**src/source/tm1638_pkg.sv**
```systemverilog
package tm1638_pkg;

	// one queued byte plus its framing flags
	typedef struct packed {
		logic [7:0] data;  // byte on the wire
		logic       last;  // strobe rises after this byte
		logic       rd;    // four key bytes follow this command
	} tm_byte_t;

	typedef logic [7:0] tm_keys_t;  // bit i set = button i pressed

	// TM1638 commands
	localparam logic [7:0] CMD_AUTO_INC   = 8'h40;  // write, auto increment
	localparam logic [7:0] CMD_READ_KEYS  = 8'h42;  // key scan read
	localparam logic [7:0] CMD_ADDR0      = 8'hc0;  // address 0
	localparam logic [7:0] CMD_DISPLAY_ON = 8'h88;  // OR in brightness

	// digit 0 holds the first letter, in the top byte
	localparam logic [63:0] BANNER = "kill bit";

	// segment pattern, bit 0 = segment a, bit 7 = dp
	function automatic logic [7:0] seg_char(input logic [7:0] c);
		case (c)
			"k":     return 8'b0111_0101;
			"i":     return 8'b0001_0001;
			"l":     return 8'b0011_1000;
			"b":     return 8'b0111_1100;
			"t":     return 8'b0111_1000;
			" ":     return 8'b0000_0000;  // blank
			default: return 8'b1000_0000;  // dp marks unknown
		endcase
	endfunction

	// letter of BANNER shown on digit d
	function automatic logic [7:0] banner_char(input logic [2:0] d);
		logic [5:0] lsb;
		lsb = {3'd7 - d, 3'b000};
		return BANNER[lsb +: 8];
	endfunction

endpackage

```
**src/source/ledkey_app.sv**
```systemverilog
`timescale 1ns/100ps

module ledkey_app #(
	parameter int         QUEUE_DEPTH = 4,
	parameter logic [2:0] BRIGHTNESS  = 3'd7
) (
	input  logic                 i_clk,
	input  logic                 rst_n,
	output logic                 o_wr_valid,
	output tm1638_pkg::tm_byte_t o_wr_byte,
	input  logic                 i_credit,
	input  tm1638_pkg::tm_keys_t i_keys,
	input  logic                 i_keys_valid,
	input  logic                 i_idle
);

	localparam int CW = $clog2(QUEUE_DEPTH + 1);

	typedef enum logic [2:0] {
		ST_INIT_MODE,   // auto increment command
		ST_INIT_CLEAR,  // address 0 and 16 zero bytes
		ST_INIT_ON,     // display on
		ST_READ,        // key read command
		ST_WAIT_KEYS,
		ST_UPDATE,      // 17-byte display frame
		ST_WAIT_IDLE
	} state_t;

	state_t               state;
	state_t               after_frame;
	logic [4:0]           idx;          // byte index inside a frame
	logic [CW-1:0]        credits;
	tm1638_pkg::tm_keys_t keys;
	tm1638_pkg::tm_byte_t next_byte;
	logic [2:0]           digit;
	logic                 sending;
	logic                 spend;

	// odd idx carries segments, even idx the LED of the same digit
	assign digit   = idx[0] ? idx[3:1] : idx[3:1] - 3'd1;
	assign sending = (state != ST_WAIT_KEYS) && (state != ST_WAIT_IDLE);
	assign spend   = sending && (credits != '0);

	always_comb begin
		next_byte   = '0;
		after_frame = state;
		case (state)
			ST_INIT_MODE: begin
				next_byte.data = tm1638_pkg::CMD_AUTO_INC;
				next_byte.last = 1'b1;
				after_frame    = ST_INIT_CLEAR;
			end
			ST_INIT_CLEAR: begin
				next_byte.data = (idx == '0) ? tm1638_pkg::CMD_ADDR0 : 8'h00;
				next_byte.last = (idx == 5'd16);
				after_frame    = ST_INIT_ON;
			end
			ST_INIT_ON: begin
				next_byte.data = tm1638_pkg::CMD_DISPLAY_ON | {5'b0, BRIGHTNESS};
				next_byte.last = 1'b1;
				after_frame    = ST_READ;
			end
			ST_READ: begin
				next_byte.data = tm1638_pkg::CMD_READ_KEYS;
				next_byte.last = 1'b1;
				next_byte.rd   = 1'b1;
				after_frame    = ST_WAIT_KEYS;
			end
			ST_UPDATE: begin
				if (idx == '0)
					next_byte.data = tm1638_pkg::CMD_ADDR0;
				else if (idx[0])
					next_byte.data = keys[digit] ? tm1638_pkg::seg_char(" ")
						: tm1638_pkg::seg_char(tm1638_pkg::banner_char(digit));
				else
					next_byte.data = {7'b0, keys[digit]};  // LED on while pressed
				next_byte.last = (idx == 5'd16);
				after_frame    = ST_WAIT_IDLE;
			end
			default: ;
		endcase
	end

	always_ff @(posedge i_clk) begin
		if (!rst_n) begin
			state      <= ST_INIT_MODE;
			idx        <= '0;
			credits    <= CW'(QUEUE_DEPTH);
			o_wr_valid <= 1'b0;
			keys       <= '0;
		end else begin
			o_wr_valid <= spend;
			credits    <= credits - CW'(spend) + CW'(i_credit);  // both may happen at once
			case (state)
				ST_WAIT_KEYS: if (i_keys_valid) begin
					keys  <= i_keys;
					state <= ST_UPDATE;
				end
				// nothing left in flight and the wire is quiet
				ST_WAIT_IDLE: if (i_idle && credits == CW'(QUEUE_DEPTH))
					state <= ST_READ;
				default: if (spend) begin
					idx <= next_byte.last ? 5'd0 : idx + 5'd1;
					if (next_byte.last)
						state <= after_frame;
				end
			endcase
		end
	end

	always_ff @(posedge i_clk) begin
		if (spend)
			o_wr_byte <= next_byte;
	end

	// queue must hand back no more credits than it has slots
	a_credit_bound: assert property (@(posedge i_clk) disable iff (!rst_n)
		credits <= CW'(QUEUE_DEPTH))
		else $error("credit count above queue depth");

endmodule

```
**config.mk**
```make
export PLATFORM = sky130hd
export DESIGN_NAME = ledkey_app
export DESIGN_NICKNAME = d
export VERILOG_FILES = /design/src/source/tm1638_pkg.sv /design/src/source/ledkey_app.sv
export SDC_FILE = /design/constraint.sdc
export NUM_CORES = 1
export LEC_CHECK = 0
export ABC_CLOCK_PERIOD_IN_PS = 3880
export BUFFER_PORTS_ARGS = -buffer_cell sky130_fd_sc_hd__buf_2
export CORE_ASPECT_RATIO = 1.5
export CORE_UTILIZATION = 59
export DETAILED_ROUTE_END_ITERATION = 8
export HOLD_SLACK_MARGIN = 0.03
export PLACE_DENSITY_LB_ADDON = 0.08
export REMOVE_ABC_BUFFERS = 1
export SKIP_LAST_GASP = 1
export SLEW_MARGIN = 20
export SYNTH_ARGS = -nofsm -noshare
export SYNTH_HDL_FRONTEND = slang
export SYNTH_SLANG_ARGS = --single-unit
```
**constraint.sdc**
```tcl
create_clock -name i_clk -period 3.88 [get_ports i_clk]
set_input_delay 0.388 -clock i_clk [delete_from_list [all_inputs] [get_ports i_clk]]
set_output_delay 0.388 -clock i_clk [all_outputs]
set_load 0.02 [all_outputs]
```
==> metrics.md <==
| Metric | Value |
|---|---|
| Reg-to-Reg End | `credits[2]` |
| Number of CTS-inserted buffers | `5` |
| Switching Share | `36.3%` |
| Worst-path maximum fanout | `14` |
| Setup total negative slack | `0 ps` |
| Filler-free cell count of the finished design | `201` |
| Clock share of power | `18.3%` |
| Die Span Y | `63.7 um` |
| Sequential cell area fraction in the yosys report | `46.9%` |
| First-pass GRT wire length | `4610 um` |
| Worst Setup End Kind | `flip-flop` |
| Most used DFF post-synth | `dfxtp_1` |
| Hold WC Path Type | `in2reg` |
| ANT nets after route | `0` |
| P_sw | `0.000336 W` |
| Syn Inst Count | `150` |
| Largest net degree at the start of global routing | `17` |
| Gate power share | `35.4%` |
| DRC viols | `0` |
| Slew @ Worst Pin | `827 ps` |
| Clk slew on worst S/H paths | `90 ps` |
| Sequential Power Share | `46.3%` |
| Final period utilization | `70.8%` |
| Lkg Pwr | `0.686 nW` |
| CTS root buffer | `clkbuf_4` |
| Die Area | `0.00274 mm2` |
| Antenna violations before repair | `0` |
| Mapped Area | `0.00150 mm2` |
| Reg2reg start | `credits[2]` |
| Routed vias/inst | `5.90` |
| Rel. slew slack | `44.7%` |
| Critical path launch point type | `flip-flop` |
| Placed cells | `193` |
| Core area | `0.00242 mm2` |
| Post_cts resized | `0` |
| Max VDD drop | `349 uV` |
| Commonest non-fill, non-tap cell in the layout | `buf_2` |
| Number of global-route vias before repair | `1179` |
| Clock Tree Buf Depth | `2` |
| Fin. max-slew vios | `0` |
| PortBufs | `23` |
| FILL cells | `206` |
| Setup Fix Bufs, Post-CTS | `0` |
| Reg-to-reg slack, setup | `1130 ps` |
| Origin of the worst setup path | `credits[2]` |
| RSZ-0062 raised after global routing | `no` |
| Die Width | `43.1 um` |
| Achievable Freq | `364 MHz` |
| Number of enable flip-flop cells after synthesis | `10` |
| Iter 0 DRT Violations | `26` |
| Final core utilization | `69.1%` |
| GRT overflow | `0` |
| Clock latency on the worst-skew pair | `330 ps` |
| Area growth syn-to-layout | `11.9%` |
| Synth cell types | `39` |
| Hold Buf Count CTS | `0` |
| Status | `completed` |
| PD cells | `553 mW/mm2` |
| GPL Wtd Cong | `0.910` |
| Internal power | `0.000589 W` |
| Yosys reg bits | `30` |
| GRT Total Usage | `23.1%` |
| Depth of the most critical reg-to-reg path | `11` |
| N_diodes | `0` |
| Kind of critical path | `reg2reg` |
| MaxCap Viol Count | `0` |
| YS warnings | `0` |
| Per-cell routed wire length | `13.9 um` |
| Total Wirelength | `2790 um` |
| Worst endpoint data arrival time | `2960 ps` |
| Setup Skew | `10.6 ps` |
| Final setup viols | `0` |
| Post-synth ARST share | `0%` |
| Vias | `1185` |
| Io pins | `24` |
| Most frequent cells in the layout | `buf_2 (23), dfxtp_1 (20), nor2_1 (16)` |
| CTS tree | `done` |
| Post-layout nets | `196` |
| Worst Path Required | `4100 ps` |
| Endpoints failing hold | `0` |
| Crit path to | `credits[2]` |
| Min Clock Period, post-route | `2750 ps` |
| Synthesized area per cell | `9.97 um2` |
| Layout cells sized above 1 | `20.3%` |
| Pre-antenna DRT Iters | `4` |
| Cell row count | `22` |
| Htree depth | `2` |
| Starting Density | `61.7%` |
| Sink Count | `30` |
| DP Wirelength | `2150 um` |
[routing by layer]
metal / wire, um / track usage [%]
met1: 979 / 19.4
met2: 1600 / 43.1
met3: 111 / 7.74
met4: 100 / 14.4
met5: 0 / 0
[worst min path at each step]
stage,end,slack (ps),from,cells after the start
after floorplan,credits[2],450,rst_n,1
after global placement,keys[2],470,keys[2],2
after detailed placement,keys[2],490,keys[2],2
after CTS,keys[0],280,i_keys[0],3
after global routing,keys[0],270,i_keys[0],3
final,keys[0],290,i_keys[0],3
[layout make-up]
cell class                 instances  area, um2  share of cell area [%]
tap                               24       30.0                    1.80
multi-input combinational        105        736                    44.0
sequential                        30        701                    41.9
inverter                          11       41.3                    2.47
clock buffer                       6       41.3                    2.47
timing repair buffer              23        115                    6.88
clock inverter                     2       8.76                   0.524
[through the flow]
step / area [um2] / power, W / hold WS [ps] / worst slack [ps]
final: 1670 / 0.000925 / 286 / 1130
after global routing: 1670 / 0.000988 / 273 / 968
after CTS: 1670 / 0.000936 / 280 / 1110
after detailed placement: 1620 / 0.000764 / 491 / 1120
after global placement: 1620 / 0.000750 / 473 / 1250
after floorplan: 1480 / 0.000673 / 450 / 1430
[critical path: stages (launching register included)]
cell	delay [ps]
dfxtp_1	340
or3_1	460
nand2_1	200
inv_1	270
ha_1	360
inv_1	60
ha_1	140
inv_1	50
fa_1	370
xor2_1	170
xnor2_1	130
nand2_1	80
[Yosys cell counts (2+ instances only)]
cell type / instances / area share (%)
nand3_1: 7 / 2.3
inv_1: 11 / 2.8
buf_2: 2 / 0.67
ha_1: 6 / 5.0
mux2i_1: 14 / 9.4
a21oi_1: 9 / 3.0
o21ai_0: 6 / 2.0
nand4_1: 2 / 0.84
and2_1: 2 / 0.84
xor2_1: 2 / 1.2
or3_1: 3 / 1.3
nand2_1: 10 / 2.5
nor2_1: 16 / 4.0
dfxtp_1: 20 / 27
edfxtp_1: 10 / 20
clkbuf_1: 2 / 0.50
nor2b_1: 3 / 1.3
nand2b_1: 4 / 1.7
[cell families after synthesis]
group / share of synthesized area, %
multiplexers: 11.6
AO/OA/AOI/OAI: 9.46
XOR/XNOR: 2.85
buffers and inverters: 3.93
AND/OR/NAND/NOR: 18.9
adder cells (fa/ha/maj): 6.36
flip-flops: 46.9
[power by group through the flow]
stage | Combinational (W) | Clock [W] | Sequential, W
6_report | 0.000328 | 0.000169 | 0.000428
5_1_grt | 0.000366 | 0.000186 | 0.000436
4_1_cts | 0.000331 | 0.000176 | 0.000429
3_5_place_dp | 0.000329 | 0 | 0.000436
3_3_place_gp | 0.000318 | 0 | 0.000432
2_1_floorplan | 0.000188 | 0 | 0.000485
[registers in the layout (all words and copies together), names as in the netlist]
signal	count
keys	8
state	3
o_wr_valid	1
idx	5
credits	3
o_wr_byte	10
Power figures use the tool's default switching activity.
