$ cat src/source/tm1638_pkg.sv
package tm1638_pkg;

	// one queued byte plus its framing flags
	typedef struct packed {
		logic [7:0] data;  // byte on the wire
		logic       last;  // strobe rises after this byte
		logic       rd;    // four key bytes follow this command
	} tm_byte_t;

	typedef logic [7:0] tm_keys_t;  // bit i set = button i pressed

	// TM1638 commands
	localparam logic [7:0] CMD_AUTO_INC   = 8'h40;  // write, auto increment
	localparam logic [7:0] CMD_READ_KEYS  = 8'h42;  // key scan read
	localparam logic [7:0] CMD_ADDR0      = 8'hc0;  // address 0
	localparam logic [7:0] CMD_DISPLAY_ON = 8'h88;  // OR in brightness

	// digit 0 holds the first letter, in the top byte
	localparam logic [63:0] BANNER = "kill bit";

	// segment pattern, bit 0 = segment a, bit 7 = dp
	function automatic logic [7:0] seg_char(input logic [7:0] c);
		case (c)
			"k":     return 8'b0111_0101;
			"i":     return 8'b0001_0001;
			"l":     return 8'b0011_1000;
			"b":     return 8'b0111_1100;
			"t":     return 8'b0111_1000;
			" ":     return 8'b0000_0000;  // blank
			default: return 8'b1000_0000;  // dp marks unknown
		endcase
	endfunction

	// letter of BANNER shown on digit d
	function automatic logic [7:0] banner_char(input logic [2:0] d);
		logic [5:0] lsb;
		lsb = {3'd7 - d, 3'b000};
		return BANNER[lsb +: 8];
	endfunction

endpackage

$ cat src/source/tm1638_frame_queue.sv
`timescale 1ns/100ps

module tm1638_frame_queue #(
	parameter int QUEUE_DEPTH = 4
) (
	input  logic                 i_clk,
	input  logic                 rst_n,
	input  logic                 i_wr_valid,
	input  tm1638_pkg::tm_byte_t i_wr_byte,
	output logic                 o_credit,
	output logic                 o_rd_valid,
	output tm1638_pkg::tm_byte_t o_rd_byte,
	input  logic                 i_pop
);

	localparam int AW = (QUEUE_DEPTH > 1) ? $clog2(QUEUE_DEPTH) : 1;
	localparam int CW = $clog2(QUEUE_DEPTH + 1);

	tm1638_pkg::tm_byte_t mem [QUEUE_DEPTH];
	logic [AW-1:0]        wr_ptr;
	logic [AW-1:0]        rd_ptr;
	logic [CW-1:0]        count;
	logic                 pull;

	assign o_rd_valid = (count != '0);
	assign o_rd_byte  = mem[rd_ptr];  // head shown as long as it is valid
	assign pull       = i_pop && o_rd_valid;

	always_ff @(posedge i_clk) begin
		if (i_wr_valid)
			mem[wr_ptr] <= i_wr_byte;
	end

	always_ff @(posedge i_clk) begin
		if (!rst_n) begin
			wr_ptr   <= '0;
			rd_ptr   <= '0;
			count    <= '0;
			o_credit <= 1'b0;
		end else begin
			o_credit <= pull;  // one credit back per popped byte
			if (i_wr_valid)
				wr_ptr <= (wr_ptr == AW'(QUEUE_DEPTH - 1)) ? '0 : wr_ptr + 1'b1;
			if (pull)
				rd_ptr <= (rd_ptr == AW'(QUEUE_DEPTH - 1)) ? '0 : rd_ptr + 1'b1;
			count <= count + CW'(i_wr_valid) - CW'(pull);
		end
	end

	a_no_overflow: assert property (@(posedge i_clk) disable iff (!rst_n)
		i_wr_valid |-> count < CW'(QUEUE_DEPTH))
		else $error("write into full frame queue");

	a_no_underflow: assert property (@(posedge i_clk) disable iff (!rst_n)
		i_pop |-> o_rd_valid)
		else $error("pop from empty frame queue");

endmodule

$ cat config.mk
export PLATFORM = sky130hd
export DESIGN_NAME = tm1638_frame_queue
export DESIGN_NICKNAME = d
export VERILOG_FILES = /design/src/source/tm1638_pkg.sv /design/src/source/tm1638_frame_queue.sv
export SDC_FILE = /design/constraint.sdc
export NUM_CORES = 1
export LEC_CHECK = 0
export BUFFER_PORTS_ARGS = -buffer_cell sky130_fd_sc_hd__buf_4
export CORE_MARGIN = 2
export CORE_UTILIZATION = 56
export CTS_CLUSTER_DIAMETER = 40
export DETAILED_ROUTE_END_ITERATION = 8
export PLACE_DENSITY = 0.78
export SLEW_MARGIN = 40
export SYNTH_ARGS = -nofsm -noshare
export SYNTH_HDL_FRONTEND = slang
export SYNTH_SLANG_ARGS = --single-unit
$ cat constraint.sdc
create_clock -name i_clk -period 3.15 [get_ports i_clk]
set_clock_uncertainty 0.15 [all_clocks]
set_input_delay 0.4725 -clock i_clk [delete_from_list [all_inputs] [get_ports i_clk]]
set_output_delay 0.4725 -clock i_clk [all_outputs]
set_load 0.005 [all_outputs]
==> impl_metrics.yaml, run 1 <==
run_status:
  status: "complete, no violations"
sta:
  maxSlewHeadroom_pct: 55.21
  min_period_over_period_pct: 80.04
  fin_crit_ns: 2.521
  fin_tns_setup_ns: 0
  timing.final.hold_violations: 0
  max_freq_mhz: 396.6
  setup_violations: 0
  rsz0062_at_grt: "no"
  worstMarginPinSlew_ns: 0.6709
  drv_slew: 0
route:
  dr_total_vias: 927
  routed_via_density: 5.297
  drt-wirelength-per-cell_um: 16.81
  drt_iter0_drc: 39
  drc: 0
  finalWirelength_um: 2942
  ant_nets: 0
  first_pass_iters: 4
setup_path:
  startpoint_type: "flip-flop"
  rr_startpoint: "count[1]$_SDFF_PN0_"
  worst-path-max-fanout: 10
  cp.arrival_ns: 1.90
  crit_required_ns: 2.53
  endpoint_kind: "output port"
  setup.worst_path.class: "reg2out"
global_route:
  grt_pass1_vias: 980
  grt_use_total_pct: 16.77
  grt-ovfl-total: 0
  grt_max_degree: 17
  antenna_found_initial: 0
  grt_pass1_wl_um: 4788
layout:
  synthToLayoutAreaGrowth_pct: 16.15
  regArea_um2: 1401
  drive_gt1_share_pct: 33.33
  antenna_cells: 0
  finalInstanceArea_um2: 2241
  fill_cells: 247
  num-nets-final: 150
  final_common_cell: "edfxtp_1"
  layout_common_cells: "edfxtp_1, buf_4, mux4_2, dfxtp_1, ha_1"
  multi_input_area_um2: 489.2
clocking:
  cts_resized: 0
  post_cts_buffers: 0
  cts-hold-fix-buffers: 0
  clock_sinks: 50
  ctsLongestPathBuffers: 2
  clkLatencyLatePin_ns: 0.36
  cts_root_buffer: "clkbuf_4"
  clkTransAtPathRegs_ns: 0.14
  cts_buffers: 5
  htree_levels: 2
  cts_tree: "yes"
min_path:
  hp-class: "in2reg"
  min_from: "i_wr_byte[1]"
die:
  start_util_pct: 58.28
  ioPinCount: 26
  rows: 21
  core_um2: 3311
  dieArea_um2: 3931
  die_h_um: 62.70
  die_w_um: 62.70
power:
  ir_worst_vdd_mv: 0.3729
  power_density_nw_per_um2: 674.5
  cellLeakagePower_nw: 0.8151
  power_mw: 1.511
synthesis:
  synth_seq_cells: 50
  synthCells: 98
  synth.distinct_cells: 18
  synth_area_um2: 1929
  seq_area_frac_synth_pct: 72.63
  ys_warn_count: 0
  syn_avg_cell_area_um2: 19.69
  syn_nets: 120
placed_design:
  hpwl_um: 2033
  routabilityCongestion: 0.6911
  placed_cell_area_um2: 2158
  portBuffers: 25
flow_run:
  drv_cap: 0
[logic make-up after synthesis]
kind of cell,Yosys count,synth area share [%]
mux,13,13.23
flops,50,72.63
fa+ha+maj,8,5.577
compound gates,2,0.7132
simple gates,16,4.670
xor+xnor,1,1.167
buf+inv,8,2.010
[layout make-up]
class                           count  area share, %
Sequential cell                    50          62.53
Multi-Input combinational cell     40          21.83
Timing Repair Buffer               25          8.375
Tap cell                           46          2.568
Clock inverter                      3          2.010
Clock buffer                        5          1.675
Inverter                            6          1.005
[final timing paths]
| kind | to | slack (ns) | cells past startpoint |
|---|---|---|---|
| max | o_rd_byte[8] | 0.63 | 2 |
| min | mem[3][1]$_DFFE_PP_ | 0.15 | 1 |
| max reg2reg | count[2]$_SDFF_PN0_ | 1.00 | 8 |
| min reg2reg | flip-flop | 0.37 | 2 |
[state kept, by name (all words and copies together) (netlist names), named ones only]
| name | flops |
|---|---|
| wr_ptr | 2 |
| mem | 40 |
| count | 3 |
| rd_ptr | 2 |
| o_credit | 1 |
[layer usage]
| layer | track usage [%] | routed length (um) | vias to the layer above |
|---|---|---|---|
| li1 | - | - | 433 |
| met1 | 20.28 | 1226 | 463 |
| met2 | 28.36 | 1520 | 27 |
| met3 | 5.045 | 143 | 4 |
| met4 | 6.667 | 51 | 0 |
| met5 | 0 | 0 | - |
[stage by stage]
step / util (%) / setup slack, ns / hold slack, ns / std cells
2_1_floorplan: - / 1.115 / 0.3108 / 98
3_3_place_gp: 65.19 / 0.9994 / 0.3275 / 167
3_5_place_dp: 65.19 / 0.9651 / 0.3485 / 167
4_1_cts: 67.69 / 0.5628 / 0.1346 / 175
5_1_grt: 67.69 / 0.4669 / 0.1195 / 175
6_report: 67.69 / 0.6289 / 0.1517 / 175
[cell usage after synthesis, drive strengths merged]
cell	instances	area [um2]
fa	1	20.02
nand2	3	11.26
and2	6	37.54
inv	6	22.52
nor2	3	11.26
a21oi	1	5.000
xnor3	1	22.52
mux2i	3	30.03
or3b	2	17.52
dfxtp	10	200.2
edfxtp	40	1201
o31a	1	8.760
clkbuf	1	5.000
or3	1	6.260
mux4	10	225.2
ha	7	87.58
buf	1	11.26
nand2b	1	6.260
[critical path, cell delays in order, from the launching register on]
cell and delay [ns]:
dfxtp_1 0.78, mux4_2 0.60, buf_4 0.15
[power by group]
part	leakage, nW	internal, mW	total (mW)	switching (mW)
Clock	0.0374	0.167	0.361	0.194
Sequential	0.450	0.769	0.829	0.0604
Combinational	0.328	0.210	0.321	0.111
(Power assumes the default switching activity.)
==> inputs of run 2 (changes only) <==
--- a/config.mk
+++ b/config.mk
@@ -7,10 +7,10 @@
 export LEC_CHECK = 0
 export BUFFER_PORTS_ARGS = -buffer_cell sky130_fd_sc_hd__buf_4
 export CORE_MARGIN = 2
-export CORE_UTILIZATION = 56
+export CORE_UTILIZATION = 55
 export CTS_CLUSTER_DIAMETER = 40
 export DETAILED_ROUTE_END_ITERATION = 8
-export PLACE_DENSITY = 0.78
+export PLACE_DENSITY = 0.77
 export SLEW_MARGIN = 40
 export SYNTH_ARGS = -nofsm -noshare
 export SYNTH_HDL_FRONTEND = slang
==> constraint.sdc (replaced) <==
create_clock -name i_clk -period 2.6 [get_ports i_clk]
set_clock_uncertainty 0.15 [all_clocks]
set_input_delay 0.39 -clock i_clk [delete_from_list [all_inputs] [get_ports i_clk]]
set_output_delay 0.39 -clock i_clk [all_outputs]
set_load 0.005 [all_outputs]
==> impl_metrics.yaml, run 2 (synthesis gave the netlist of run 1 again) <==
run_status:
  status: "complete, no violations"
sta:
  setup_violations: 0
  rsz0062_at_grt: "no"
  fin_tns_setup_ns: 0
  timing.final.hold_violations: 0
  max_freq_mhz: 464.6
  min_period_over_period_pct: 82.79
  fin_crit_ns: 2.152
  drv_slew: 0
  worstMarginPinSlew_ns: 0.5418
  maxSlewHeadroom_pct: 63.88
global_route:
  grt_pass1_vias: 970
  grt_max_degree: 16
  antenna_found_initial: 0
  grt_pass1_wl_um: 4464
  grt_use_total_pct: 15.30
  grt-ovfl-total: 0
min_path:
  hp-class: "in2reg"
power:
  p_seq_share_pct: 53.6
  power_mw: 1.819
  power_density_nw_per_um2: 811.9
  p_int_mw: 1.394
  p_sw_share_pct: 23.37
  ir_worst_vdd_mv: 0.6587
  p_comb_share_pct: 23.4
  cellLeakagePower_nw: 0.8228
  clockPowerShare_pct: 23.0
  switching_power_uw: 425.1
layout:
  largest_reg_flops: 40
  final_common_cell: "edfxtp_1"
  layout_common_cells: "edfxtp_1, buf_4, mux4_2, dfxtp_1, ha_1"
  reg_top3: "mem: 40 flops, count: 3 flops"
  num-nets-final: 151
  drive_gt1_share_pct: 32.31
  finalInstanceArea_um2: 2241
  layoutNonFillerInstCount: 176
  synthToLayoutAreaGrowth_pct: 16.15
  top_register: "mem"
  antenna_cells: 0
setup_path:
  cp_slowest_cell: "mux4_2"
  crit_required_ns: 2.06
  cpPeakStageDelay_ns: 0.54
  setup.worst_path.class: "reg2out"
  cp_common_cell: "buf_4"
  endpoint_kind: "output port"
  crit_buf_inv: 2
  cp.arrival_ns: 1.61
  crit_family: "multiplexers"
  startpoint_type: "flip-flop"
  worst-path-max-fanout: 10
  path_cells: "buf_4 > mux4_2 > buf_4"
placed_design:
  routabilityCongestion: 0.6400
  portBuffers: 25
  placedCellCount: 168
  hpwl_um: 1821
  placed_cell_area_um2: 2166
clocking:
  cts_resized: 0
  ctsLongestPathBuffers: 2
  htree_levels: 2
  clkLatencyLatePin_ns: 0.34
  clkTransAtPathRegs_ns: 0.13
  cts_root_buffer: "clkbuf_4"
  clock_sinks: 50
  post_cts_buffers: 0
  cts-hold-fix-buffers: 0
  cts_tree: "yes"
  cts_buffers: 5
die:
  start_util_pct: 57.37
  rows: 21
  dieArea_um2: 3997
  ioPinCount: 26
  die_h_um: 63.23
  core_um2: 3363
  die_w_um: 63.23
route:
  drt-wirelength-per-cell_um: 15.11
  routed_via_density: 5.318
  drt_iter0_drc: 29
  finalWirelength_um: 2659
  drc: 0
  ant_nets: 0
  dr_total_vias: 936
  first_pass_iters: 4
flow_run:
  drv_cap: 0
[run 2: cell types whose count changed in the layout (fill, tap and decap cells not counted), sizes merged]
cell	delta
clkinv	+1
buf	+1
clkbuf	+1
clkinvlp	-2
[run 2: power groups by stage]
stage / clock, mW / sequential, mW / combinational [mW]
5_1_grt: 0.460 / 0.987 / 0.474
3_3_place_gp: 0 / 0.989 / 0.423
2_1_floorplan: 0 / 0.976 / 0.287
3_5_place_dp: 0 / 0.995 / 0.436
4_1_cts: 0.433 / 0.976 / 0.438
6_report: 0.419 / 0.974 / 0.426
[run 2: final cells by class]
type	count	area [um2]
flip-flops and latches	50	1401
fillers	266	1122
multi-input cells	40	489.2
repair buffers	26	195.2
well taps	46	57.56
clock buffers	6	41.29
clock inverters	2	33.78
inverters	6	22.52
[run 2: per-layer routing]
| metal | GRT usage [%] | share of wire, % |
|---|---|---|
| met1 | 18.08 | 39 |
| met2 | 26.73 | 54 |
| met3 | 5.179 | 6.2 |
| met4 | 4.348 | 0.86 |
| met5 | 0 | 0 |
[run 2: final timing paths]
kind,from,endpoint,slack (ns),cells after the start
max,flip-flop,o_rd_byte[8],0.45,3
min,i_wr_byte[0],mem[1][0]$_DFFE_PP_,0.08,1
max reg2reg,count[1]$_SDFF_PN0_,count[2]$_SDFF_PN0_,0.47,8
min reg2reg,rd_ptr[1]$_SDFFE_PN0N_,rd_ptr[1]$_SDFFE_PN0N_,0.35,2
[run 2: metrics by stage]
stage / hold WS (ns) / setup WS, ns / utilization, %
after floorplan: 0.3108 / 0.5645 / -
after global placement: 0.3294 / 0.5328 / 64.40
after detailed placement: 0.3349 / 0.4649 / 64.40
after CTS: 0.06353 / 0.4030 / 66.63
after global routing: 0.05278 / 0.3352 / 66.63
final: 0.07931 / 0.4476 / 66.63
