`src/source/tm1638_pkg.sv`:
```
package tm1638_pkg;

	// one queued byte plus its framing flags
	typedef struct packed {
		logic [7:0] data;  // byte on the wire
		logic       last;  // strobe rises after this byte
		logic       rd;    // four key bytes follow this command
	} tm_byte_t;

	typedef logic [7:0] tm_keys_t;  // bit i set = button i pressed

	// TM1638 commands
	localparam logic [7:0] CMD_AUTO_INC   = 8'h40;  // write, auto increment
	localparam logic [7:0] CMD_READ_KEYS  = 8'h42;  // key scan read
	localparam logic [7:0] CMD_ADDR0      = 8'hc0;  // address 0
	localparam logic [7:0] CMD_DISPLAY_ON = 8'h88;  // OR in brightness

	// digit 0 holds the first letter, in the top byte
	localparam logic [63:0] BANNER = "kill bit";

	// segment pattern, bit 0 = segment a, bit 7 = dp
	function automatic logic [7:0] seg_char(input logic [7:0] c);
		case (c)
			"k":     return 8'b0111_0101;
			"i":     return 8'b0001_0001;
			"l":     return 8'b0011_1000;
			"b":     return 8'b0111_1100;
			"t":     return 8'b0111_1000;
			" ":     return 8'b0000_0000;  // blank
			default: return 8'b1000_0000;  // dp marks unknown
		endcase
	endfunction

	// letter of BANNER shown on digit d
	function automatic logic [7:0] banner_char(input logic [2:0] d);
		logic [5:0] lsb;
		lsb = {3'd7 - d, 3'b000};
		return BANNER[lsb +: 8];
	endfunction

endpackage

```
`src/source/tm1638_serializer.sv`:
```
`timescale 1ns/100ps

module tm1638_serializer #(
	parameter int CLK_DIV = 4
) (
	input  logic                 i_clk,
	input  logic                 rst_n,
	input  logic                 i_rd_valid,
	input  tm1638_pkg::tm_byte_t i_rd_byte,
	output logic                 o_pop,
	output tm1638_pkg::tm_keys_t o_keys,
	output logic                 o_keys_valid,
	output logic                 o_idle,
	output logic                 o_tm_clk,
	output logic                 o_tm_stb,
	output logic                 o_tm_dout,
	output logic                 o_tm_doe,
	input  logic                 i_tm_din
);

	localparam int DW = $clog2(CLK_DIV);

	typedef enum logic [2:0] {S_IDLE, S_LEAD, S_XFER, S_WAIT, S_STOP, S_GAP} state_t;

	state_t        state;
	logic [DW-1:0] div_cnt;
	logic          tick;      // half period boundary
	logic [3:0]    hcnt;      // half period inside a byte
	logic [7:0]    shreg;
	logic          cur_last;
	logic          cur_rd;
	logic          reading;   // data released, key bytes coming in
	logic [1:0]    rd_cnt;

	assign tick   = (div_cnt == '0);
	assign o_idle = (state == S_IDLE) && !i_rd_valid;

	always_ff @(posedge i_clk) begin
		if (!rst_n || tick)
			div_cnt <= DW'(CLK_DIV - 1);
		else
			div_cnt <= div_cnt - 1'b1;
	end

	always_ff @(posedge i_clk) begin
		if (!rst_n) begin
			state        <= S_IDLE;
			o_tm_stb     <= 1'b1;
			o_tm_clk     <= 1'b1;  // clock idles high
			o_tm_dout    <= 1'b1;
			o_tm_doe     <= 1'b0;
			o_pop        <= 1'b0;
			o_keys       <= '0;
			o_keys_valid <= 1'b0;
			hcnt         <= '0;
			shreg        <= '0;
			cur_last     <= 1'b0;
			cur_rd       <= 1'b0;
			reading      <= 1'b0;
			rd_cnt       <= '0;
		end else begin
			o_pop        <= 1'b0;
			o_keys_valid <= 1'b0;
			case (state)
				S_IDLE, S_WAIT: if (i_rd_valid) begin
					o_pop    <= 1'b1;
					o_tm_stb <= 1'b0;  // already low in S_WAIT
					o_tm_doe <= 1'b1;
					shreg    <= i_rd_byte.data;
					cur_last <= i_rd_byte.last;
					cur_rd   <= i_rd_byte.rd;
					state    <= S_LEAD;
				end
				S_LEAD: if (tick) begin
					o_tm_clk  <= 1'b0;
					o_tm_dout <= shreg[0];
					hcnt      <= '0;
					state     <= S_XFER;
				end
				S_XFER: if (tick) begin
					hcnt <= hcnt + 4'd1;  // wraps to 0 for the next byte
					if (!hcnt[0]) begin
						o_tm_clk <= 1'b1;  // rising edge, board samples
						shreg    <= {i_tm_din, shreg[7:1]};
					end else if (hcnt != 4'd15) begin
						o_tm_clk  <= 1'b0;
						o_tm_dout <= shreg[0];  // change on falling edge
					end else if (reading) begin
						o_keys[{1'b0, rd_cnt}] <= shreg[0];
						o_keys[{1'b1, rd_cnt}] <= shreg[4];
						rd_cnt <= rd_cnt + 2'd1;
						if (rd_cnt == 2'd3)
							state <= S_STOP;
						else
							o_tm_clk <= 1'b0;
					end else if (cur_rd) begin
						reading  <= 1'b1;  // turn the data line around
						o_tm_doe <= 1'b0;
						rd_cnt   <= '0;
						o_tm_clk <= 1'b0;
					end else if (cur_last) begin
						state <= S_STOP;
					end else if (i_rd_valid) begin
						// next byte back to back
						o_pop     <= 1'b1;
						o_tm_clk  <= 1'b0;
						o_tm_dout <= i_rd_byte.data[0];
						shreg     <= i_rd_byte.data;
						cur_last  <= i_rd_byte.last;
						cur_rd    <= i_rd_byte.rd;
					end else begin
						state <= S_WAIT;  // hold strobe low, clock high
					end
				end
				S_STOP: if (tick) begin
					o_tm_stb     <= 1'b1;
					o_tm_doe     <= 1'b0;
					o_tm_dout    <= 1'b1;
					o_keys_valid <= reading;
					reading      <= 1'b0;
					state        <= S_GAP;
				end
				S_GAP: if (tick)
					state <= S_IDLE;  // minimum strobe high time
				default: state <= S_IDLE;
			endcase
		end
	end

	// frame end with clock low would corrupt the last bit on the board
	a_stb_clk_high: assert property (@(posedge i_clk) disable iff (!rst_n)
		$rose(o_tm_stb) |-> o_tm_clk)
		else $error("strobe rose while serial clock low");

endmodule

```
`config.mk`:
```
export PLATFORM = sky130hd
export DESIGN_NAME = tm1638_serializer
export DESIGN_NICKNAME = d
export VERILOG_FILES = /design/src/source/tm1638_pkg.sv /design/src/source/tm1638_serializer.sv
export SDC_FILE = /design/constraint.sdc
export NUM_CORES = 1
export LEC_CHECK = 0
export ABC_CLOCK_PERIOD_IN_PS = 3800
export BUFFER_PORTS_ARGS = -buffer_cell sky130_fd_sc_hd__buf_4
export CAP_MARGIN = 20
export CORE_ASPECT_RATIO = 2
export CORE_UTILIZATION = 45
export DETAILED_ROUTE_END_ITERATION = 8
export PLACE_DENSITY = 0.65
export SKIP_CTS_REPAIR_TIMING = 1
export SYNTH_ARGS = -nofsm -noshare
export SYNTH_HDL_FRONTEND = slang
export SYNTH_SLANG_ARGS = --single-unit
```
`constraint.sdc`:
```
create_clock -name i_clk -period 3.8 [get_ports i_clk]
set_input_delay 0.38 -clock i_clk [delete_from_list [all_inputs] [get_ports i_clk]]
set_output_delay 0.38 -clock i_clk [all_outputs]
set_load 0.01 [all_outputs]
```
==> run_results.csv, run 1 <==
group,metric,value,unit
outcome,status,"finished, final reports clean",
power,power_leakage,0.000921,uW
placed_design,place_ws,1.41,ns
power,clkPwrFrac,38.2,%
floorplan,io_pins,29,
clocking,cts-buffers-inserted,5,
layout,area_delta_synth_final,13.8,%
clocking,cts_root_buffer,"clkbuf_8",
sta,slew-limit-headroom,45.0,%
sta,hold_slack,0.324,ns
clocking,clockBufferDepth,2,
synth,yosys-top-cells-area,"dfxtp_1, nand2_1, o21ai_0, nand3_1, ha_1",
synth,synthMostInstantiatedCell,"dfxtp_1",
worst_setup_path,cp.depth,5,
layout,nNetsFinal,295,
floorplan,start_util,47.1,%
worst_setup_path,cp-endpoint,"o_keys[5]",
worst_setup_path,cpPeakStageDelay,0.76,ns
sta,final-hold-violation-count,0,
worst_setup_path,reg2reg_slack,1.38,ns
synth,synth-edff-count,0,
worst_setup_path,cp_data_arrival_time,2.59,ns
grt,grt_overflow,0,
grt,first_global_vias,1813,
worst_setup_path,critPathMostFrequentCell,"nand3_1",
power,p_int,647,uW
floorplan,fp.dieH,97.3,um
power,p_switching,231,uW
job,maxCapViolCount,0,
routing,drc,0,
power,power,879,uW
worst_setup_path,critical_path_class,"register to register",
synth,synth_xor_xnor_area_share,0.429,%
worst_setup_path,cpMaxStageDelayCell,"dfxtp_1",
sta,layout_setup_ws,1.38,ns
sta,min_period,2.42,ns
grt,grt_pass1_wl,8200,um
grt,grt_use_total,21.9,%
routing,drtIter0Drc,34,
floorplan,core,4340,um^2
worst_setup_path,endpoint_kind,"register",
placed_design,gp_congestion,0.856,
floorplan,die_w,49.6,um
routing,drt_wl_total,4940,um
synth,yosys.area_share.adder,3.68,%
placed_design,port_buffers,28,
synth,synthSimpleGateAreaFrac,29.7,%
worst_setup_path,cp.required,3.97,ns
routing,vias,1879,
worst_setup_path,cp_cell_sequence,"nor3b_2 > and4_1 > nand3_1 > nand3_1 > o21ai_0",
worst_setup_path,worst_r2r_startpoint,"state[1]",
power,ir_worst_vdd,0.265,mV
floorplan,num_rows,34,
worst_setup_path,r2r-end,"o_keys[5]",
sta,clock.fmax,0.413,GHz
sta,worst_pin_slew,0.823,ns
sta,fin_setup_tns,0,ns
synth,synthArstFlopShare,0,%
synth,synth_top_cell_by_area,"dfxtp_1",
synth,synth_mux_area_share,3.43,%
power,seqPwrFrac,47.5,%
clocking,cts.sinks,36,
clocking,clk_pin_slew,0.07,ns
sta,setup_viol,0,
layout,antenna_cells,0,
placed_design,hpwlAfterDp,3550,um
layout,layout-drive-gt1-share,15.9,%
clocking,cts_tree,"done",
routing,ant_nets,0,
synth,avgSynthCellArea,7.91,um^2
synth,synth_cells,258,
floorplan,dieArea,4830,um^2
worst_setup_path,critPathBufInv,0,
worst_setup_path,path_max_fanout,23,
clocking,clkLatencyLatePin,0.29,ns
synth,syn_nets,278,
worst_setup_path,crit_start,"state[1]",
min_path,hold_class,"input port to register",
grt,grt_antenna_before_repair,0,
sta,maxSlewViolCount,0,
synth,syn-cell-area,2040,um^2
power,p_per_area,378,nW/um^2
synth,synth_cell_types,46,
grt,grt_start_max_net_pins,42,
synth,synth_top_family_by_area,"simple AND/OR/NAND/NOR gates",
power,combinationalPowerShare,14.2,%
layout,final_core_util,53.5,%
synth,synth_flop_cell,"dfxtp_1",
worst_setup_path,critPathLaunchType,"register",
sta,timing.final.crit_share,63.7,%
worst_setup_path,rr_worst_depth,5,
synth,yosys.area.top_type_share,35.3,%
power,swShare,26.3,%
routing,drt_first_pass_iters,5,
routing,avgRoutedWirePerCell,15.0,um
synth,ys_top_cells_by_count,"dfxtp_1, nand2_1, o21ai_0, nand3_1, nor2_1",
synth,seq_area_frac_synth,35.3,%
synth,synth_warnings,0,
routing,viasPerCell,5.69,
synth,ys_ff_latch,36,
synth,synth_compound_area_share,20.9,%
clocking,cts.htree.levels,2,
sta,skew,0.00220,ns
sta,rsz0062_at_grt,"false",
worst_setup_path,crit_family,"simple AND/OR/NAND/NOR gates",
stage by stage:
step | area (um^2) | cells
finish | 2320 | 330
detailed placement | 2220 | 322
global route | 2320 | 330
CTS | 2320 | 330
floorplan | 2040 | 258
global placement | 2220 | 322
worst register-to-register path: stages, from the launching register on:
cell and delay (ns):
dfxtp_1 0.76, nor3b_2 0.72, and4_1 0.44, nand3_1 0.17
nand3_1 0.13, o21ai_0 0.09
power by group through the flow:
| stage | clock, uW | combinational [uW] | sequential, uW |
|---|---|---|---|
| finish | 336 | 125 | 418 |
| global route | 356 | 140 | 421 |
| CTS | 343 | 126 | 417 |
| detailed placement | 0 | 126 | 426 |
| global placement | 0 | 126 | 426 |
| floorplan | 0 | 96.9 | 418 |
layout make-up:
cell class | instances | area (um^2)
Sequential cell | 36 | 721
Clock buffer | 6 | 72.6
Multi-Input combinational cell | 196 | 1190
Inverter | 8 | 30.0
Timing Repair Buffer | 28 | 210
Fill cell | 471 | 2020
Clock inverter | 2 | 35.0
Tap cell | 54 | 67.6
cells in the final DEF (no fill, tap or decap), types with 2 or more instances in the layout:
cell type  count
a211o_1        3
a21oi_1       12
a22oi_1        3
a31o_2         2
a31oi_1        2
a32o_1         2
and3_1         3
and4_1         2
buf_4         28
clkbuf_8       5
dfxtp_1       36
ha_1           6
inv_1          8
mux2i_1        7
nand2_1       35
nand2b_1       6
nand3_1       24
nand3b_1       3
nor2_1        13
nor2b_1       11
nor3_1         4
nor3b_2        3
nor4_1         2
o21ai_0       25
o21ai_1        4
o21ai_2        2
o22ai_1        2
o2bb2ai_1      2
or3_1          3
cells by family (layout without fill, tap and decap cells):
family | count (synthesis) | in the layout
xor+xnor | 1 | 1
fa+ha+maj | 6 | 6
mux | 7 | 7
flops | 36 | 36
simple gates | 114 | 114
buf+inv | 26 | 44
compound gates | 68 | 68
sequential cells by signal, indices dropped and copies added, names as in the netlist, 2 cells and up:
register	count
div_cnt	2
rd_cnt	2
shreg	8
o_keys	8
hcnt	4
state	3
metal layers:
layer,vias up,wire length [um],GRT usage (%),part of all wire (%)
li1,948,-,-,-
met1,876,1930,23.3,39
met2,42,2690,38.9,55
met3,13,155,2.82,3.1
met4,0,161,13.6,3.3
met5,-,0,0,0
worst min path at each step:
stage | start | to | slack, ns | cells past startpoint
after floorplan | div_cnt[0] | div_cnt[0] | 0.36 | 1
after global placement | div_cnt[0] | div_cnt[0] | 0.37 | 1
after detailed placement | div_cnt[0] | div_cnt[0] | 0.37 | 1
after CTS | i_rd_byte[1] | cur_last | 0.32 | 2
after global routing | i_rd_byte[1] | cur_last | 0.33 | 2
final | i_rd_byte[1] | cur_last | 0.32 | 2
Note: power is estimated with default switching activity, not from simulation.
==> inputs of run 2 (changes only) <==
--- a/config.mk
+++ b/config.mk
@@ -5,13 +5,13 @@
 export SDC_FILE = /design/constraint.sdc
 export NUM_CORES = 1
 export LEC_CHECK = 0
-export ABC_CLOCK_PERIOD_IN_PS = 3800
+export ABC_CLOCK_PERIOD_IN_PS = 2000
 export BUFFER_PORTS_ARGS = -buffer_cell sky130_fd_sc_hd__buf_4
 export CAP_MARGIN = 20
 export CORE_ASPECT_RATIO = 2
 export CORE_UTILIZATION = 45
 export DETAILED_ROUTE_END_ITERATION = 8
-export PLACE_DENSITY = 0.65
+export PLACE_DENSITY = 0.68
 export SKIP_CTS_REPAIR_TIMING = 1
 export SYNTH_ARGS = -nofsm -noshare
 export SYNTH_HDL_FRONTEND = slang
==> constraint.sdc (replaced) <==
create_clock -name i_clk -period 2 [get_ports i_clk]
set_input_delay 0.2 -clock i_clk [delete_from_list [all_inputs] [get_ports i_clk]]
set_output_delay 0.2 -clock i_clk [all_outputs]
set_load 0.01 [all_outputs]
==> run 2 against run 1 <==
Net effect: design area grew 2.9%; register-to-register slack lost 1.1 ns; largest power group unchanged; sequential power grew 88%; critical path type unchanged.
==> run_results.csv, run 2 (synthesized netlist as in run 1, its figures left out) <==
group,metric,value,unit
worst_setup_path,cpMaxStageDelayCell,"o21ai_2",
clocking,cts_root_buffer,"clkbuf_8",
grt,grt_start_max_net_pins,42,
clocking,cts.sinks,36,
sta,skew,0.00664,ns
power,p_per_area,650,nW/um^2
grt,grt_overflow,0,
clocking,clkLatencyLatePin,0.28,ns
layout,area_delta_synth_final,17.1,%
worst_setup_path,path_max_fanout,12,
layout,layout-drive-gt1-share,19.1,%
layout,layout_common_cells,"buf_4, dfxtp_1, nand2_1",
clocking,cts_tree,"done",
clocking,cts-buffers-inserted,5,
floorplan,io_pins,29,
sta,slew-limit-headroom,70.2,%
clocking,cts.htree.levels,2,
worst_setup_path,cp.required,2.21,ns
layout,stdcell_area,2390,um^2
floorplan,start_util,47.1,%
sta,min_period,1.76,ns
routing,drtIter0Drc,43,
sta,timing.final.crit_share,87.8,%
sta,setup_viol,0,
worst_setup_path,critPathMostFrequentCell,"nand3_1",
placed_design,placed_area,2310,um^2
sta,final-hold-violation-count,0,
routing,drc,0,
worst_setup_path,crit_family,"compound AO/OA/AOI/OAI gates",
routing,vias,1922,
floorplan,core,4340,um^2
sta,fin_setup_tns,0,ns
worst_setup_path,endpoint_kind,"register",
clocking,clk_pin_slew,0.08,ns
placed_design,port_buffers,28,
grt,first_global_vias,1893,
floorplan,fp.dieH,97.3,um
worst_setup_path,cpPeakStageDelay,0.40,ns
layout,final_common_cell,"buf_4",
routing,ant_nets,0,
grt,grt_pass1_wl,8400,um
worst_setup_path,critical_path_class,"register to register",
worst_setup_path,critPathLaunchType,"register",
routing,viasPerCell,5.62,
power,ir_worst_vdd,0.738,mV
floorplan,num_rows,34,
sta,rsz0062_at_grt,"false",
floorplan,dieArea,4830,um^2
worst_setup_path,cp_cell_sequence,"ha_1 > nand3_1 > a211o_1 > o21ai_2 > nand3_1 > o21ai_1",
job,maxCapViolCount,0,
floorplan,die_w,49.6,um
sta,maxSlewViolCount,0,
sta,worst_pin_slew,0.447,ns
routing,avgRoutedWirePerCell,14.3,um
layout,nFillCells,449,
placed_design,gp_congestion,0.988,
layout,largest_registers,"o_keys (8), shreg (8), hcnt (4)",
worst_setup_path,critPathBufInv,0,
layout,nNetsFinal,307,
min_path,hold_class,"input port to register",
clocking,clockBufferDepth,2,
sta,clock.fmax,0.570,GHz
routing,drt_first_pass_iters,4,
outcome,status,"finished, final reports clean",
power,power_leakage,0.000973,uW
grt,grt_antenna_before_repair,0,
grt,grt_use_total,22.6,%
layout,antenna_cells,0,
routing,drt_wl_total,4900,um
worst_setup_path,cp_data_arrival_time,1.97,ns
placed_design,hpwlAfterDp,3680,um
run 2: changes by cell type in the layout (fill, tap and decap cells not counted), sizes merged:
cell / change
bufinv: -1
clkbuf: +1
buf: +12
run 2: path summary, 6_finish.rpt:
kind | from | to | slack (ns) | depth (start not counted)
hold / removal | i_rd_byte[1] | cur_last | 0.15 | 2
setup reg to reg | hcnt[1] | shreg[0] | 0.24 | 6
setup / recovery | hcnt[1] | shreg[0] | 0.24 | 6
hold reg to reg | div_cnt[0] | div_cnt[0] | 0.39 | 1
run 2: final cells by class:
type	count	area, um^2	share of cell area (%)
flip-flops and latches	36	721	30.1
repair buffers	40	300	12.6
multi-input cells	196	1190	49.7
inverters	8	30.0	1.26
well taps	54	67.6	2.83
clock inverters	1	8.76	0.366
clock buffers	7	76.3	3.19
run 2: power by group:
group          switching (uW)  total [uW]  leakage (uW)  internal (uW)
registers                32.7         787      0.000294            754
logic                     142         259      0.000637            117
clock network             259         507     0.0000424            249
run 2: metal layers:
layer	up-vias	track usage (%)	part of all wire, %
li1	978	-	-
met1	891	24.4	41
met2	40	39.8	53
met3	13	3.29	3.0
met4	0	13.2	3.1
met5	-	0	0
run 2: through the flow:
stage               utilization [%]  hold WS (ns)  cells  total power, uW  worst slack, ns
floorplan                         -         0.354    258              978            0.467
global route                   55.1         0.151    342             1630           0.0391
CTS                            55.1         0.148    342             1570            0.236
detailed placement             53.1         0.376    334             1060            0.253
global placement               53.1         0.367    334             1060            0.301
finish                         55.1         0.151    342             1550            0.245
==> inputs of run 3 (changes only) <==
--- a/config.mk
+++ b/config.mk
@@ -9,10 +9,10 @@
 export BUFFER_PORTS_ARGS = -buffer_cell sky130_fd_sc_hd__buf_4
 export CAP_MARGIN = 20
 export CORE_ASPECT_RATIO = 2
-export CORE_UTILIZATION = 45
+export CORE_UTILIZATION = 39
 export DETAILED_ROUTE_END_ITERATION = 8
-export PLACE_DENSITY = 0.68
 export SKIP_CTS_REPAIR_TIMING = 1
 export SYNTH_ARGS = -nofsm -noshare
 export SYNTH_HDL_FRONTEND = slang
 export SYNTH_SLANG_ARGS = --single-unit
+export TNS_END_PERCENT = 30
==> run 3 against run 2 <==
Net effect: clock-buffer cell count shrank 1; hold slack lost 0.00096 ns; die area grew 15%; design area grew 1.1%; total power grew 8.6%; sequential cell count is the same; sequential power shrank 0.6%; via count grew 1.2%; largest power group unchanged.
==> run_results.csv, run 3 (synthesized netlist as in run 1, its figures left out) <==
group,metric,value,unit
power,clkPwrFrac,37.9,%
floorplan,dieArea,5550,um^2
routing,vias,1945,
worst_setup_path,cp_data_arrival_time,1.95,ns
job,maxCapViolCount,0,
sta,skew,0.00695,ns
placed_design,hpwlAfterDp,3890,um
sta,layout_setup_ws,0.210,ns
routing,drt_first_pass_iters,4,
floorplan,io_pins,29,
layout,final_common_cell,"buf_4",
floorplan,die_w,53.2,um
layout,final_core_util,48.8,%
floorplan,num_rows,36,
routing,viasPerCell,5.64,
sta,worst_pin_slew,0.496,ns
routing,drtIter0Drc,32,
power,p_int,1240,uW
sta,min_period,1.79,ns
floorplan,core,4950,um^2
layout,nNetsFinal,307,
layout,antenna_cells,0,
clocking,cts.sinks,36,
floorplan,fp.dieH,104,um
sta,fin_setup_tns,0,ns
grt,grt_start_max_net_pins,42,
routing,ant_nets,0,
sta,maxSlewViolCount,0,
sta,rsz0062_at_grt,"false",
placed_design,place_ws,0.226,ns
worst_setup_path,critPathLaunchType,"register",
power,ir_worst_vdd,0.548,mV
power,p_switching,447,uW
floorplan,start_util,41.2,%
clocking,cts.htree.levels,2,
clocking,clk_pin_slew,0.08,ns
power,swShare,26.5,%
sta,timing.final.crit_share,89.5,%
routing,avgRoutedWirePerCell,15.2,um
sta,slew-limit-headroom,66.9,%
power,power,1690,uW
power,combinationalPowerShare,15.7,%
routing,drc,0,
worst_setup_path,critical_path_class,"register to register",
min_path,hold_class,"input port to register",
sta,clock.fmax,0.559,GHz
grt,grt_pass1_wl,8600,um
sta,final-hold-violation-count,0,
layout,largest_registers,"o_keys (8), shreg (8), hcnt (4)",
clocking,cts_tree,"done",
clocking,clkLatencyLatePin,0.29,ns
grt,grt_overflow,0,
layout,area_delta_synth_final,18.4,%
worst_setup_path,path_max_fanout,12,
layout,layout-drive-gt1-share,19.4,%
power,seqPwrFrac,46.4,%
power,p_per_area,698,nW/um^2
placed_design,gp_congestion,0.901,
power,power_leakage,0.000986,uW
clocking,cts-buffers-inserted,5,
grt,grt_antenna_before_repair,0,
routing,drt_wl_total,5260,um
grt,grt_use_total,20.9,%
outcome,status,"finished, final reports clean",
worst_setup_path,endpoint_kind,"register",
worst_setup_path,cp.required,2.16,ns
placed_design,port_buffers,28,
grt,first_global_vias,1828,
layout,layout_common_cells,"buf_4, dfxtp_1, nand2_1",
sta,setup_viol,0,
clocking,clockBufferDepth,2,
clocking,cts_root_buffer,"clkbuf_8",
-- run 3: layer usage --
layer | track usage (%) | part of all wire, % | wire [um] | vias up
met1 | 22.5 | 40 | 2080 | 887
met5 | 0 | 0 | 0 | -
met2 | 35.4 | 52 | 2720 | 54
li1 | - | - | - | 981
met3 | 3.80 | 3.0 | 158 | 23
met4 | 13.2 | 5.7 | 299 | 0
-- run 3: worst paths after layout --
check                from          to  slack, ns  depth (start not counted)
max            div_cnt[0]    shreg[4]       0.21                          6
min reg2reg    div_cnt[0]  div_cnt[0]       0.38                          1
max reg2reg    div_cnt[0]    shreg[4]       0.21                          6
min          i_rd_byte[1]    cur_last       0.15                          2
-- run 3: cell type report --
class / count / area, um^2
sequential: 36 / 721
fill: 504 / 2540
tap: 57 / 71.3
clock buffer: 6 / 72.6
clock inverter: 2 / 35.0
timing repair buffer: 40 / 300
multi-input combinational: 196 / 1190
inverter: 8 / 30.0
-- run 3: power groups by stage --
stage          clock (uW)  sequential [uW]  combinational, uW
2_1_floorplan           0              794                184
3_3_place_gp            0              798                266
3_5_place_dp            0              799                266
4_1_cts               655              782                267
5_1_grt               681              788                297
6_report              639              782                265
-- run 3: critical path, cell delays in order (launching register included) --
cell and delay, ns:
dfxtp_1 0.31, inv_1 0.05, ha_1 0.30, inv_1 0.20
o21a_1 0.23, o21ai_2 0.40, o21ai_0 0.17
-- run 3: per-stage QoR --
stage	std cells	cell area (um^2)	hold slack (ns)
4_1_cts	345	2420	0.143
6_report	345	2420	0.150
5_1_grt	345	2420	0.136
3_5_place_dp	337	2310	0.370
3_3_place_gp	337	2310	0.365
2_1_floorplan	258	2040	0.354
